<file path="config.mk">
export PLATFORM = sky130hd
export DESIGN_NAME = adc_capture_top
export DESIGN_NICKNAME = d
export VERILOG_FILES = /design/src/adc_pkg.sv /design/src/adc_regs.sv /design/src/adc_conv_timer.sv /design/src/adc_serial_rx.sv /design/src/adc_avg.sv /design/src/adc_capture_top.sv
export SDC_FILE = /design/constraint.sdc
export NUM_CORES = 1
export LEC_CHECK = 0
export ABC_CLOCK_PERIOD_IN_PS = 8600
export BUFFER_PORTS_ARGS = -buffer_cell sky130_fd_sc_hd__buf_2
export CAP_MARGIN = 20
export CORE_AREA = 2 2 123 125
export DETAILED_ROUTE_END_ITERATION = 12
export DIE_AREA = 0 0 125 127
export PLACE_DENSITY = 0.82
export REMOVE_ABC_BUFFERS = 1
export SLEW_MARGIN = 20
export SYNTH_ARGS = -nofsm -noshare
export SYNTH_HDL_FRONTEND = slang
export SYNTH_SLANG_ARGS = --single-unit
</file>
<file path="constraint.sdc">
create_clock -name clk33 -period 8.6 [get_ports clk33]
set_input_delay 0.43 -clock clk33 [delete_from_list [all_inputs] [get_ports clk33]]
set_output_delay 0.43 -clock clk33 [all_outputs]
set_load 0.1 [all_outputs]
</file>
<file path="src/adc_pkg.sv">
//----------------------------------------
// adc capture shared definitions
//----------------------------------------

package adc_pkg;

  // sample and register widths
  localparam int sample_w = 16;
  localparam int reg_w    = 16;
  // averaging depth field, k = 0..7
  localparam int avg_w    = 3;
  // room for 2^7 full-scale samples
  localparam int acc_w    = sample_w + 7;
  localparam int cnt_w    = 16;

  //----------------------------------------
  // register map
  //----------------------------------------
  localparam logic [1:0] addr_ctrl   = 2'd0;
  localparam logic [1:0] addr_period = 2'd1;
  localparam logic [1:0] addr_result = 2'd2;
  localparam logic [1:0] addr_count  = 2'd3;

  // one conversion is 34 cycles plus sync delay, keep margin
  localparam logic [reg_w-1:0] period_min = 16'd48;
  localparam logic [reg_w-1:0] period_rst = 16'd64;

  // control register layout, enable in bit 0
  typedef struct packed {
    logic [11:0]      reserved;
    logic [avg_w-1:0] avg_log2;
    logic             enable;
  } ctrl_t;

  // same word seen as fields or as raw data
  typedef union packed {
    ctrl_t            ctrl;
    logic [reg_w-1:0] raw;
  } reg_word_t;

endpackage

</file>
<file path="src/adc_regs.sv">
//----------------------------------------
// adc capture register block
//----------------------------------------

`timescale 1ns/1ps

module adc_regs (
  input  logic                         clk33,
  input  logic                         rst,
  // write side
  input  logic                         wr_en,
  input  logic [1:0]                   wr_addr,
  input  logic [adc_pkg::reg_w-1:0]    wr_data,
  // combinational read side
  input  logic [1:0]                   rd_addr,
  output logic [adc_pkg::reg_w-1:0]    rd_data,
  // results from the averager
  input  logic                         avg_valid,
  input  logic [adc_pkg::sample_w-1:0] avg_data,
  // configuration out
  output logic                         enable,
  output logic [adc_pkg::avg_w-1:0]    avg_log2,
  output logic [adc_pkg::reg_w-1:0]    period,
  output logic                         avg_clear
);

  adc_pkg::reg_word_t wr_word;
  adc_pkg::reg_word_t rd_word;

  // last mean and number of means seen
  logic [adc_pkg::sample_w-1:0] result;
  logic [adc_pkg::cnt_w-1:0]    count;

  // incoming write decoded as control fields
  assign wr_word.raw = wr_data;

  //----------------------------------------
  // write path
  //----------------------------------------
  always_ff @(posedge clk33) begin
    if (rst) begin
      enable    <= 1'b0;
      avg_log2  <= '0;
      period    <= adc_pkg::period_rst;
      avg_clear <= 1'b0;
      result    <= '0;
      count     <= '0;
    end else begin
      avg_clear <= 1'b0;
      if (wr_en) begin
        case (wr_addr)
          adc_pkg::addr_ctrl: begin
            enable    <= wr_word.ctrl.enable;
            avg_log2  <= wr_word.ctrl.avg_log2;
            // new depth, drop the partial group
            avg_clear <= 1'b1;
          end
          adc_pkg::addr_period: begin
            // clamp so a conversion always fits in one period
            if (wr_word.raw < adc_pkg::period_min) begin
              period <= adc_pkg::period_min;
            end else begin
              period <= wr_word.raw;
            end
          end
          // result and count are read only
          default: ;
        endcase
      end
      if (avg_valid) begin
        result <= avg_data;
        // free running, wraps at 2^cnt_w
        count  <= count + 1'b1;
      end
    end
  end

  //----------------------------------------
  // readback
  //----------------------------------------
  always_comb begin
    rd_word               = '0;
    rd_word.ctrl.avg_log2 = avg_log2;
    rd_word.ctrl.enable   = enable;
    case (rd_addr)
      adc_pkg::addr_ctrl:   rd_data = rd_word.raw;
      adc_pkg::addr_period: rd_data = period;
      adc_pkg::addr_result: rd_data = result;
      default:              rd_data = count;
    endcase
  end

  // timer relies on the clamp for its reload values
  period_floor_a : assert property (
    @(posedge clk33) disable iff (rst) period >= adc_pkg::period_min
  );

endmodule

</file>
<file path="src/adc_conv_timer.sv">
//----------------------------------------
// conversion start timer
//----------------------------------------

`timescale 1ns/1ps

module adc_conv_timer (
  input  logic                      clk33,
  input  logic                      rst,
  input  logic                      enable,
  input  logic [adc_pkg::reg_w-1:0] period,
  // receiver still collecting a frame
  input  logic                      rx_busy,
  // active low start, one cycle wide
  output logic                      n_conv
);

  logic                      enable_q;
  logic [adc_pkg::reg_w-1:0] cnt;
  // period ran out while the receiver was busy
  logic                      pending;

  always_ff @(posedge clk33) begin
    if (rst) begin
      enable_q <= 1'b0;
      cnt      <= '0;
      pending  <= 1'b0;
      n_conv   <= 1'b1;
    end else begin
      enable_q <= enable;
      // default idle, low only for one cycle
      n_conv   <= 1'b1;
      if (!enable) begin
        pending <= 1'b0;
      end else if (!enable_q) begin
        // first pulse lands period cycles after enable rises
        cnt <= period - 16'd2;
      end else if (pending || cnt == '0) begin
        if (rx_busy) begin
          // hold the start until the frame is in
          pending <= 1'b1;
        end else begin
          n_conv  <= 1'b0;
          pending <= 1'b0;
          // next start one full period later
          cnt     <= period - 16'd1;
        end
      end else begin
        cnt <= cnt - 1'b1;
      end
    end
  end

  // the adc must see a single low sample per conversion
  single_start_a : assert property (
    @(posedge clk33) disable iff (rst) !n_conv |=> n_conv
  );

endmodule

</file>
<file path="src/adc_serial_rx.sv">
//----------------------------------------
// serial adc frame receiver
//----------------------------------------

`timescale 1ns/1ps

module adc_serial_rx (
  input  logic                         clk33,
  input  logic                         rst,
  // adc pins, treated as asynchronous
  input  logic                         busy,
  input  logic                         sclk,
  input  logic                         sdout,
  output logic                         rx_busy,
  output logic                         sample_valid,
  output logic [adc_pkg::sample_w-1:0] sample
);

  //----------------------------------------
  // two flop synchronizers
  //----------------------------------------
  logic busy_m, busy_s, busy_q;
  logic sclk_m, sclk_s, sclk_q;
  logic sdout_m, sdout_s;

  always_ff @(posedge clk33) begin
    if (rst) begin
      busy_m <= 1'b0;
      busy_s <= 1'b0;
      busy_q <= 1'b0;
      sclk_m <= 1'b0;
      sclk_s <= 1'b0;
      sclk_q <= 1'b0;
    end else begin
      busy_m <= busy;
      busy_s <= busy_m;
      busy_q <= busy_s;
      sclk_m <= sclk;
      sclk_s <= sclk_m;
      sclk_q <= sclk_s;
    end
  end

  // data path, same depth as sclk so bits stay aligned
  always_ff @(posedge clk33) begin
    sdout_m <= sdout;
    sdout_s <= sdout_m;
  end

  //----------------------------------------
  // shifter and bit counter
  //----------------------------------------
  logic       sclk_rise;
  logic       busy_fall;
  logic [4:0] bit_cnt;

  assign sclk_rise = sclk_s & ~sclk_q;
  assign busy_fall = busy_q & ~busy_s;

  always_ff @(posedge clk33) begin
    if (rst) begin
      bit_cnt <= '0;
    end else if (!busy_s) begin
      // idle, ready for the next frame
      bit_cnt <= '0;
    end else if (sclk_rise) begin
      bit_cnt <= bit_cnt + 1'b1;
    end
  end

  // msb first, bit valid while sclk is high
  always_ff @(posedge clk33) begin
    if (busy_s && sclk_rise) begin
      sample <= {sample[adc_pkg::sample_w-2:0], sdout_s};
    end
  end

  assign rx_busy = busy_s;
  // full frames only, short frames vanish
  assign sample_valid = busy_fall && (bit_cnt == 5'd16);

  // device must not clock more than one sample per busy window
  frame_len_a : assert property (
    @(posedge clk33) disable iff (rst) bit_cnt <= 5'd16
  );

endmodule

</file>
<file path="src/adc_avg.sv">
//----------------------------------------
// power of two sample averager
//----------------------------------------

`timescale 1ns/1ps

module adc_avg (
  input  logic                         clk33,
  input  logic                         rst,
  input  logic [adc_pkg::avg_w-1:0]    avg_log2,
  // restart the group, depth just changed
  input  logic                         avg_clear,
  input  logic                         sample_valid,
  input  logic [adc_pkg::sample_w-1:0] sample,
  output logic                         avg_valid,
  output logic [adc_pkg::sample_w-1:0] avg_data
);

  // samples taken so far in the group, 0..127
  logic [adc_pkg::acc_w-adc_pkg::sample_w-1:0] n;
  logic [adc_pkg::acc_w-adc_pkg::sample_w-1:0] n_base;
  logic [adc_pkg::acc_w-adc_pkg::sample_w-1:0] grp_mask;
  logic [adc_pkg::acc_w-1:0]                   acc;
  logic [adc_pkg::acc_w-1:0]                   acc_base;
  logic [adc_pkg::acc_w-1:0]                   sum;
  logic [adc_pkg::acc_w-1:0]                   mean;
  logic                                        last;

  // low k bits set, last sample when n reaches 2^k - 1
  assign grp_mask = ~({(adc_pkg::acc_w-adc_pkg::sample_w){1'b1}} << avg_log2);

  // a sample arriving with the clear opens the new group
  assign acc_base = avg_clear ? '0 : acc;
  assign n_base   = avg_clear ? '0 : n;

  assign sum  = acc_base + {{(adc_pkg::acc_w-adc_pkg::sample_w){1'b0}}, sample};
  assign last = (n_base == grp_mask);
  // floor of sum / 2^k
  assign mean = sum >> avg_log2;

  //----------------------------------------
  // accumulate and emit
  //----------------------------------------
  always_ff @(posedge clk33) begin
    if (rst) begin
      acc       <= '0;
      n         <= '0;
      avg_valid <= 1'b0;
    end else begin
      avg_valid <= 1'b0;
      if (sample_valid) begin
        if (last) begin
          avg_valid <= 1'b1;
          acc       <= '0;
          n         <= '0;
        end else begin
          acc <= sum;
          n   <= n_base + 1'b1;
        end
      end else if (avg_clear) begin
        acc <= '0;
        n   <= '0;
      end
    end
  end

  // mean always fits a sample width
  always_ff @(posedge clk33) begin
    if (sample_valid && last) begin
      avg_data <= mean[adc_pkg::sample_w-1:0];
    end
  end

endmodule

</file>
<file path="src/adc_capture_top.sv">
//----------------------------------------
// adc capture path top level
//----------------------------------------

`timescale 1ns/1ps

module adc_capture_top (
  input  logic                         clk33,
  input  logic                         rst,
  // register access
  input  logic                         wr_en,
  input  logic [1:0]                   wr_addr,
  input  logic [adc_pkg::reg_w-1:0]    wr_data,
  input  logic [1:0]                   rd_addr,
  output logic [adc_pkg::reg_w-1:0]    rd_data,
  // adc pins
  output logic                         n_conv,
  input  logic                         busy,
  input  logic                         sclk,
  input  logic                         sdout,
  // averaged result
  output logic                         avg_valid,
  output logic [adc_pkg::sample_w-1:0] avg_data
);

  logic                         enable;
  logic [adc_pkg::avg_w-1:0]    avg_log2;
  logic [adc_pkg::reg_w-1:0]    period;
  logic                         avg_clear;
  logic                         rx_busy;
  logic                         sample_valid;
  logic [adc_pkg::sample_w-1:0] sample;

  // configuration and status
  adc_regs u_adc_regs (
    .clk33     (clk33),
    .rst       (rst),
    .wr_en     (wr_en),
    .wr_addr   (wr_addr),
    .wr_data   (wr_data),
    .rd_addr   (rd_addr),
    .rd_data   (rd_data),
    .avg_valid (avg_valid),
    .avg_data  (avg_data),
    .enable    (enable),
    .avg_log2  (avg_log2),
    .period    (period),
    .avg_clear (avg_clear)
  );

  // start pulses, paced by the receiver
  adc_conv_timer u_adc_conv_timer (
    .clk33   (clk33),
    .rst     (rst),
    .enable  (enable),
    .period  (period),
    .rx_busy (rx_busy),
    .n_conv  (n_conv)
  );

  adc_serial_rx u_adc_serial_rx (
    .clk33        (clk33),
    .rst          (rst),
    .busy         (busy),
    .sclk         (sclk),
    .sdout        (sdout),
    .rx_busy      (rx_busy),
    .sample_valid (sample_valid),
    .sample       (sample)
  );

  adc_avg u_adc_avg (
    .clk33        (clk33),
    .rst          (rst),
    .avg_log2     (avg_log2),
    .avg_clear    (avg_clear),
    .sample_valid (sample_valid),
    .sample       (sample),
    .avg_valid    (avg_valid),
    .avg_data     (avg_data)
  );

endmodule

</file>
* Word-level counts from Yosys, hierarchy flattened *
Index checks and enable logic that the tools add are counted.

operators by class
  multiply operators = 0
  order comparisons = 1
  bitwise operators = 10
  divide/modulo/power cells = 0
  reductions and logical operators = 16
  shift operators = 2
  multiplexer cells = 14
  equality and inequality tests = 6
  $add $sub $neg = 7

operators with widths
  kind                     count
  $mux W23                 3
  $mux W16                 4
  $pmux W16 S3             1
  $sub A16 B1 Y16 const B  2
  $add A23 B16 Y23         1
  $shr A23 B3 Y16          1
  $mux W7                  3
  $add A16 B1 Y16 const B  1
  $logic_not A16 Y1        1
  $lt A16 B6 Y1 const B    1
  $sub A16 B2 Y16 const B  1
  $reduce_and A2 Y1        4
  $reduce_or A2 Y1         4
  $add A7 B1 Y7 const B    1
  $eq A7 B7 Y1             1
  $not A1 Y1               7
  $not A7 Y7               1
  $shl A7 B3 Y7 const A    1
  $add A5 B1 Y5 const B    1
  $eq A5 B5 Y1 const B     1
  $eq A2 B1 Y1 const B     2
  $logic_not A2 Y1         2
  $reduce_or A4 Y1         1
  $logic_and A1 B1 Y1      3
  other kinds (5)          8

word-level totals
  bits in latches = 0
  bits in read-only memories = 0
  bits of input ports = 26
  memories kept = 0
  output and inout port bits = 34
  bits in writable memories = 0
  flip-flop bits (word level) = 148
  logic and storage cells = 80

* Longest topological paths before layout *
  depth after elaboration = 5
  gate-level depth with buffers = 15
  gate-level depth less buffers = 12

* Hierarchy *
From an unflattened synthesis, not the netlist that was laid out.

second synthesis, totals
  cells, all modules = 1004
  area, all modules = 9034.9 sq um

by module, submodules not included
  module          cells an instance  area an instance (sq um)  times used
  adc_avg         448                3882.5                    1
  adc_regs        260                2441.1                    1
  adc_conv_timer  236                1770.4                    1
  adc_serial_rx   60                 940.9                     1

* Least setup slack after synthesis *
OpenSTA, ideal clock, no wires.

  path type = reg2reg
  start point = register u_adc_regs.avg_clear
  end point = register u_adc_avg.avg_data[15] (netlist name) (data pin)
  slack = 4.976 ns
  data required time = 8.314 ns
  period minus slack after synthesis = 3.624 ns
  buffers on the path = 3
  arrival time = 3.339 ns
  stages on the path, launching flop included = 16
  cells stage by stage = dfxtp_1 > clkbuf_2 > clkbuf_1 > clkbuf_1 > nor2b_1 > ha_1 > inv_1 > fa_1 > and2b_1 > o2111ai_1 > a21oi_1 > or2_4 > o21a_4 > mux2_4 > nor4_1 > a311oi_1

between the ends
  cells in the longest elaborated chain, start to end = 3

RTL lines
  what                         line            RTL
  from (decl)                  adc_regs.sv:24  output logic avg_clear
  from (signal assigned)       adc_regs.sv:45  avg_clear <= 1'b0;
  from (signal assigned)       adc_regs.sv:49  avg_clear <= 1'b0;
  from (signal assigned)       adc_regs.sv:56  avg_clear <= 1'b1;
  $mux W23                     --
  $add A23 B16 Y23             adc_avg.sv:36   assign sum = acc_base + {{(adc_pkg::acc_w-adc_pkg::sample_w){1'b0}}, sample};
  $shr A23 B3 Y16              adc_avg.sv:39   assign mean = sum >> avg_log2;
  via u_adc_avg.mean, one bit  adc_avg.sv:26   logic [adc_pkg::acc_w-1:0] mean;
  to (signal assigned)         adc_avg.sv:70   avg_data <= mean[adc_pkg::sample_w-1:0];
  to (decl)                    adc_avg.sv:16   output logic [adc_pkg::sample_w-1:0] avg_data

The timed path passes the listed nets, and every way through them passes these cells.
A chain may end at the register's enable or synchronous reset.

* Final worst setup path *
Same ends and word-level chain as after synthesis.

==> run metrics <==
Max clock buf depth 2; Post-DRT Antenna Nets 0; Rows 44; Die Ht 127 µm; Final setup violation count 0; period utilization 43.7%; Synth Area in Adders 3.27%; switching share of total power 26.4%; pin count of the biggest net entering global routing 77; initial antenna violation count 0; status finished clean; Hold Buf Count CTS 0; crit path max fanout 40; CTS tree yes; compound-gate portion of the synthesized area 17.6%; Finished Layout Cells 1273; Total Die Area 0.0159 mm²; CP Buf/Inv Count 2; clk slew on worst S/H paths 0.06 ns; via count 8074; Clock Sink Count 148; Cells after Synth 1060; Worst-Margin Slew 0.880 ns; WS Path Type reg2reg; worst r2r dst u_adc_avg.avg_data[15]; H-tree levels 4; CTS-repair resized insts 0; most common library cells after synthesis nor2_1 (133), dfxtp_1 (116), nand2_1 (104); most frequent cell after synthesis nor2_1; Clock Latency Late Sink 0.43 ns; maximum clock rate 0.266 GHz; Async SR Flop Fraction 0%; Synth Area in Simple Gates 23.8%; required time worst endpoint 8.74 ns; CP Cell Sequence buf_4 -> nor2b_1 -> ha_1 -> inv_1 -> fa_1 -> and2b_1 -> o2111ai_1 -> a21oi_1 -> or2_4 -> o21a_4 -> mux2_4 -> nor4_1 -> a311oi_1; multiplexer share of the synthesized area 8.57%; largest family of logic cells by synthesized area simple AND/OR/NAND/NOR gates; Leakage 3.75 nW; post-route setup TNS 0 ns; total wire length 23000 µm; global route overflow 0; WHS Path Cells 1; I/O pins 60; Reg2Reg Launch Point u_adc_regs.avg_clear; DRC 0; RSZ-0062 raised after global routing no; clk_skew 0.00732 ns; layout cell share with drive strength beyond 1 14.2%; share of Yosys cell area claimed by the top area cell type 25.7%; Synth-to-Final Area Change 9.62%; Starting DRT DRC Count 660; worst vdd rail ir drop 0.000148 V; Avg Vias per Cell 6.34; worst r2r path cells 13; GRT Overall Usage 29.2%; top post-synthesis cells by area dfxtp_1 (26%), edfxtp_1 (11%), nor2_1 (5.5%), a21oi_1 (4.5%), mux2i_1 (4.5%); root buf cell clkbuf_16; TritonCTS Buffers 17; share of total power in sequential cells 43.9%; initial core utilization 62.6%; hpwl dp 16000 µm; PortBufs 59; number of synthesized flops with an enable pin 32; Synth Area in XOR/XNOR 6.09%; net switching power 0.439 mW; Top FF cell, synth dfxtp_1; Cell variety after synth 90; Mean Syn Cell Area 8.52 µm²; Die W 125 µm; R2R Setup Slk 4.84 ns; Int Pwr 1.22 mW; area of the core 0.0144 mm²; final hold vios 0; CP max stage cell a21oi_1; RD Place Congestion 0.910; Seq/Total Area, Yosys 36.3%; drt wl/cell 18.1 µm; max-slew violations 0; Post-Place Cells 1241; power density over the cells 168 mW/mm²; Synth Cell Area 0.00904 mm²; fin crit period 3.76 ns; Critical Path Start Type flip-flop; Worst Hold End u_adc_serial_rx.sdout_m; Hold WS 0.0945 ns; delay-heaviest family, CP simple AND/OR/NAND/NOR gates; Hold Startpoint sdout; Comb power frac 12.1%; Max stage delay on crit path 0.48 ns; Nets 1125; kind of end point of the critical path flip-flop; vias in the first global route 7736; clock share of power 43.9%; Yosys top cell by area dfxtp_1; Pre-antenna DRT Iters 6; CP arrival 3.90 ns; max_slew headroom 41.4%; Yosys reg bits 148; first-pass GRT wire length 37900 µm; hold crit path type in2reg; Antenna Cells 0; Post-CTS Setup Bufs 0; Syn. warnings 0; maxcap violations 0
state kept, by name, summed over array words and instances (netlist names), 3 cells and up:
| register | flops |
|---|---|
| u_adc_regs.result | 16 |
| u_adc_avg.acc | 23 |
| u_adc_avg.n | 7 |
| u_adc_serial_rx.bit_cnt | 5 |
| u_adc_regs.period | 16 |
| u_adc_regs.avg_log2 | 3 |
| u_adc_conv_timer.cnt | 16 |
| u_adc_avg.avg_data | 16 |
| u_adc_regs.count | 16 |
| u_adc_serial_rx.sample | 16 |
how the worst max path moves through the flow:
| stage | endpoint | cells after the start | slack, ns | startpoint |
|---|---|---|---|---|
| 2_1_floorplan | u_adc_avg.avg_data[15] | 12 | 5.08 | u_adc_regs.avg_clear |
| 3_3_place_gp | u_adc_avg.avg_data[15] | 13 | 5.03 | u_adc_regs.avg_clear |
| 3_5_place_dp | u_adc_avg.avg_data[15] | 13 | 4.93 | u_adc_regs.avg_clear |
| 4_1_cts | u_adc_avg.avg_data[15] | 13 | 4.90 | u_adc_regs.avg_clear |
| 5_1_grt | u_adc_avg.avg_data[15] | 13 | 4.66 | u_adc_regs.avg_clear |
| 6_report | u_adc_avg.avg_data[15] | 13 | 4.84 | u_adc_regs.avg_clear |
kinds of logic after synthesis:
logic type      Yosys count
simple gates            435
buf+inv                  94
flops                   148
mux                      66
fa+ha+maj                23
xor+xnor                 62
compound gates          232
layout make-up:
type / count / area [µm²]
Clock buffer: 19 / 443
Sequential cell: 148 / 3280
Clock inverter: 13 / 134
Multi-Input combinational cell: 818 / 5360
Fill cell: 1133 / 4520
Timing Repair Buffer: 69 / 373
Tap cell: 184 / 230
Inverter: 22 / 82.6
per-layer routing:
layer / GRT usage (%) / share of wire [%] / up-vias
met5: 0 / 0 / -
met4: 15.5 / 4.2 / 0
met3: 5.19 / 5.8 / 79
met2: 48.8 / 48 / 343
met1: 36.3 / 42 / 3815
li1: - / - / 3837
power by group through the flow:
stage | Sequential (mW) | Clock, mW | Combinational [mW]
2_1_floorplan | 0.745 | 0 | 0.139
6_report | 0.730 | 0.730 | 0.201
3_3_place_gp | 0.745 | 0 | 0.193
3_5_place_dp | 0.745 | 0 | 0.196
4_1_cts | 0.730 | 0.735 | 0.198
5_1_grt | 0.731 | 0.763 | 0.220
per-stage QoR:
| stage | util [%] | power, mW | cell area (µm²) | worst slack (ns) |
|---|---|---|---|---|
| global placement | 64.7 | 0.938 | 9330 | 5.03 |
| global route | 68.7 | 1.71 | 9910 | 4.66 |
| floorplan | - | 0.884 | 8720 | 5.08 |
| finish | 68.7 | 1.66 | 9910 | 4.84 |
| CTS | 68.7 | 1.66 | 9910 | 4.90 |
| detailed placement | 64.7 | 0.941 | 9330 | 4.93 |
layout by cell type (no fill, tap or decap), drive strengths merged, types with 12 or more instances in the layout:
cell type,count
nor2,134
dfxtp,116
nand2,104
a21oi,84
buf,69
mux2i,41
nor2b,36
xor2,33
edfxtp,32
o21ai,32
nand3,31
xnor2,29
nor3,27
ha,22
inv,21
clkbuf,19
mux2,18
and3,17
a22oi,16
nor4,16
nand2b,13
a22o,12
(Power assumes the default switching activity.)
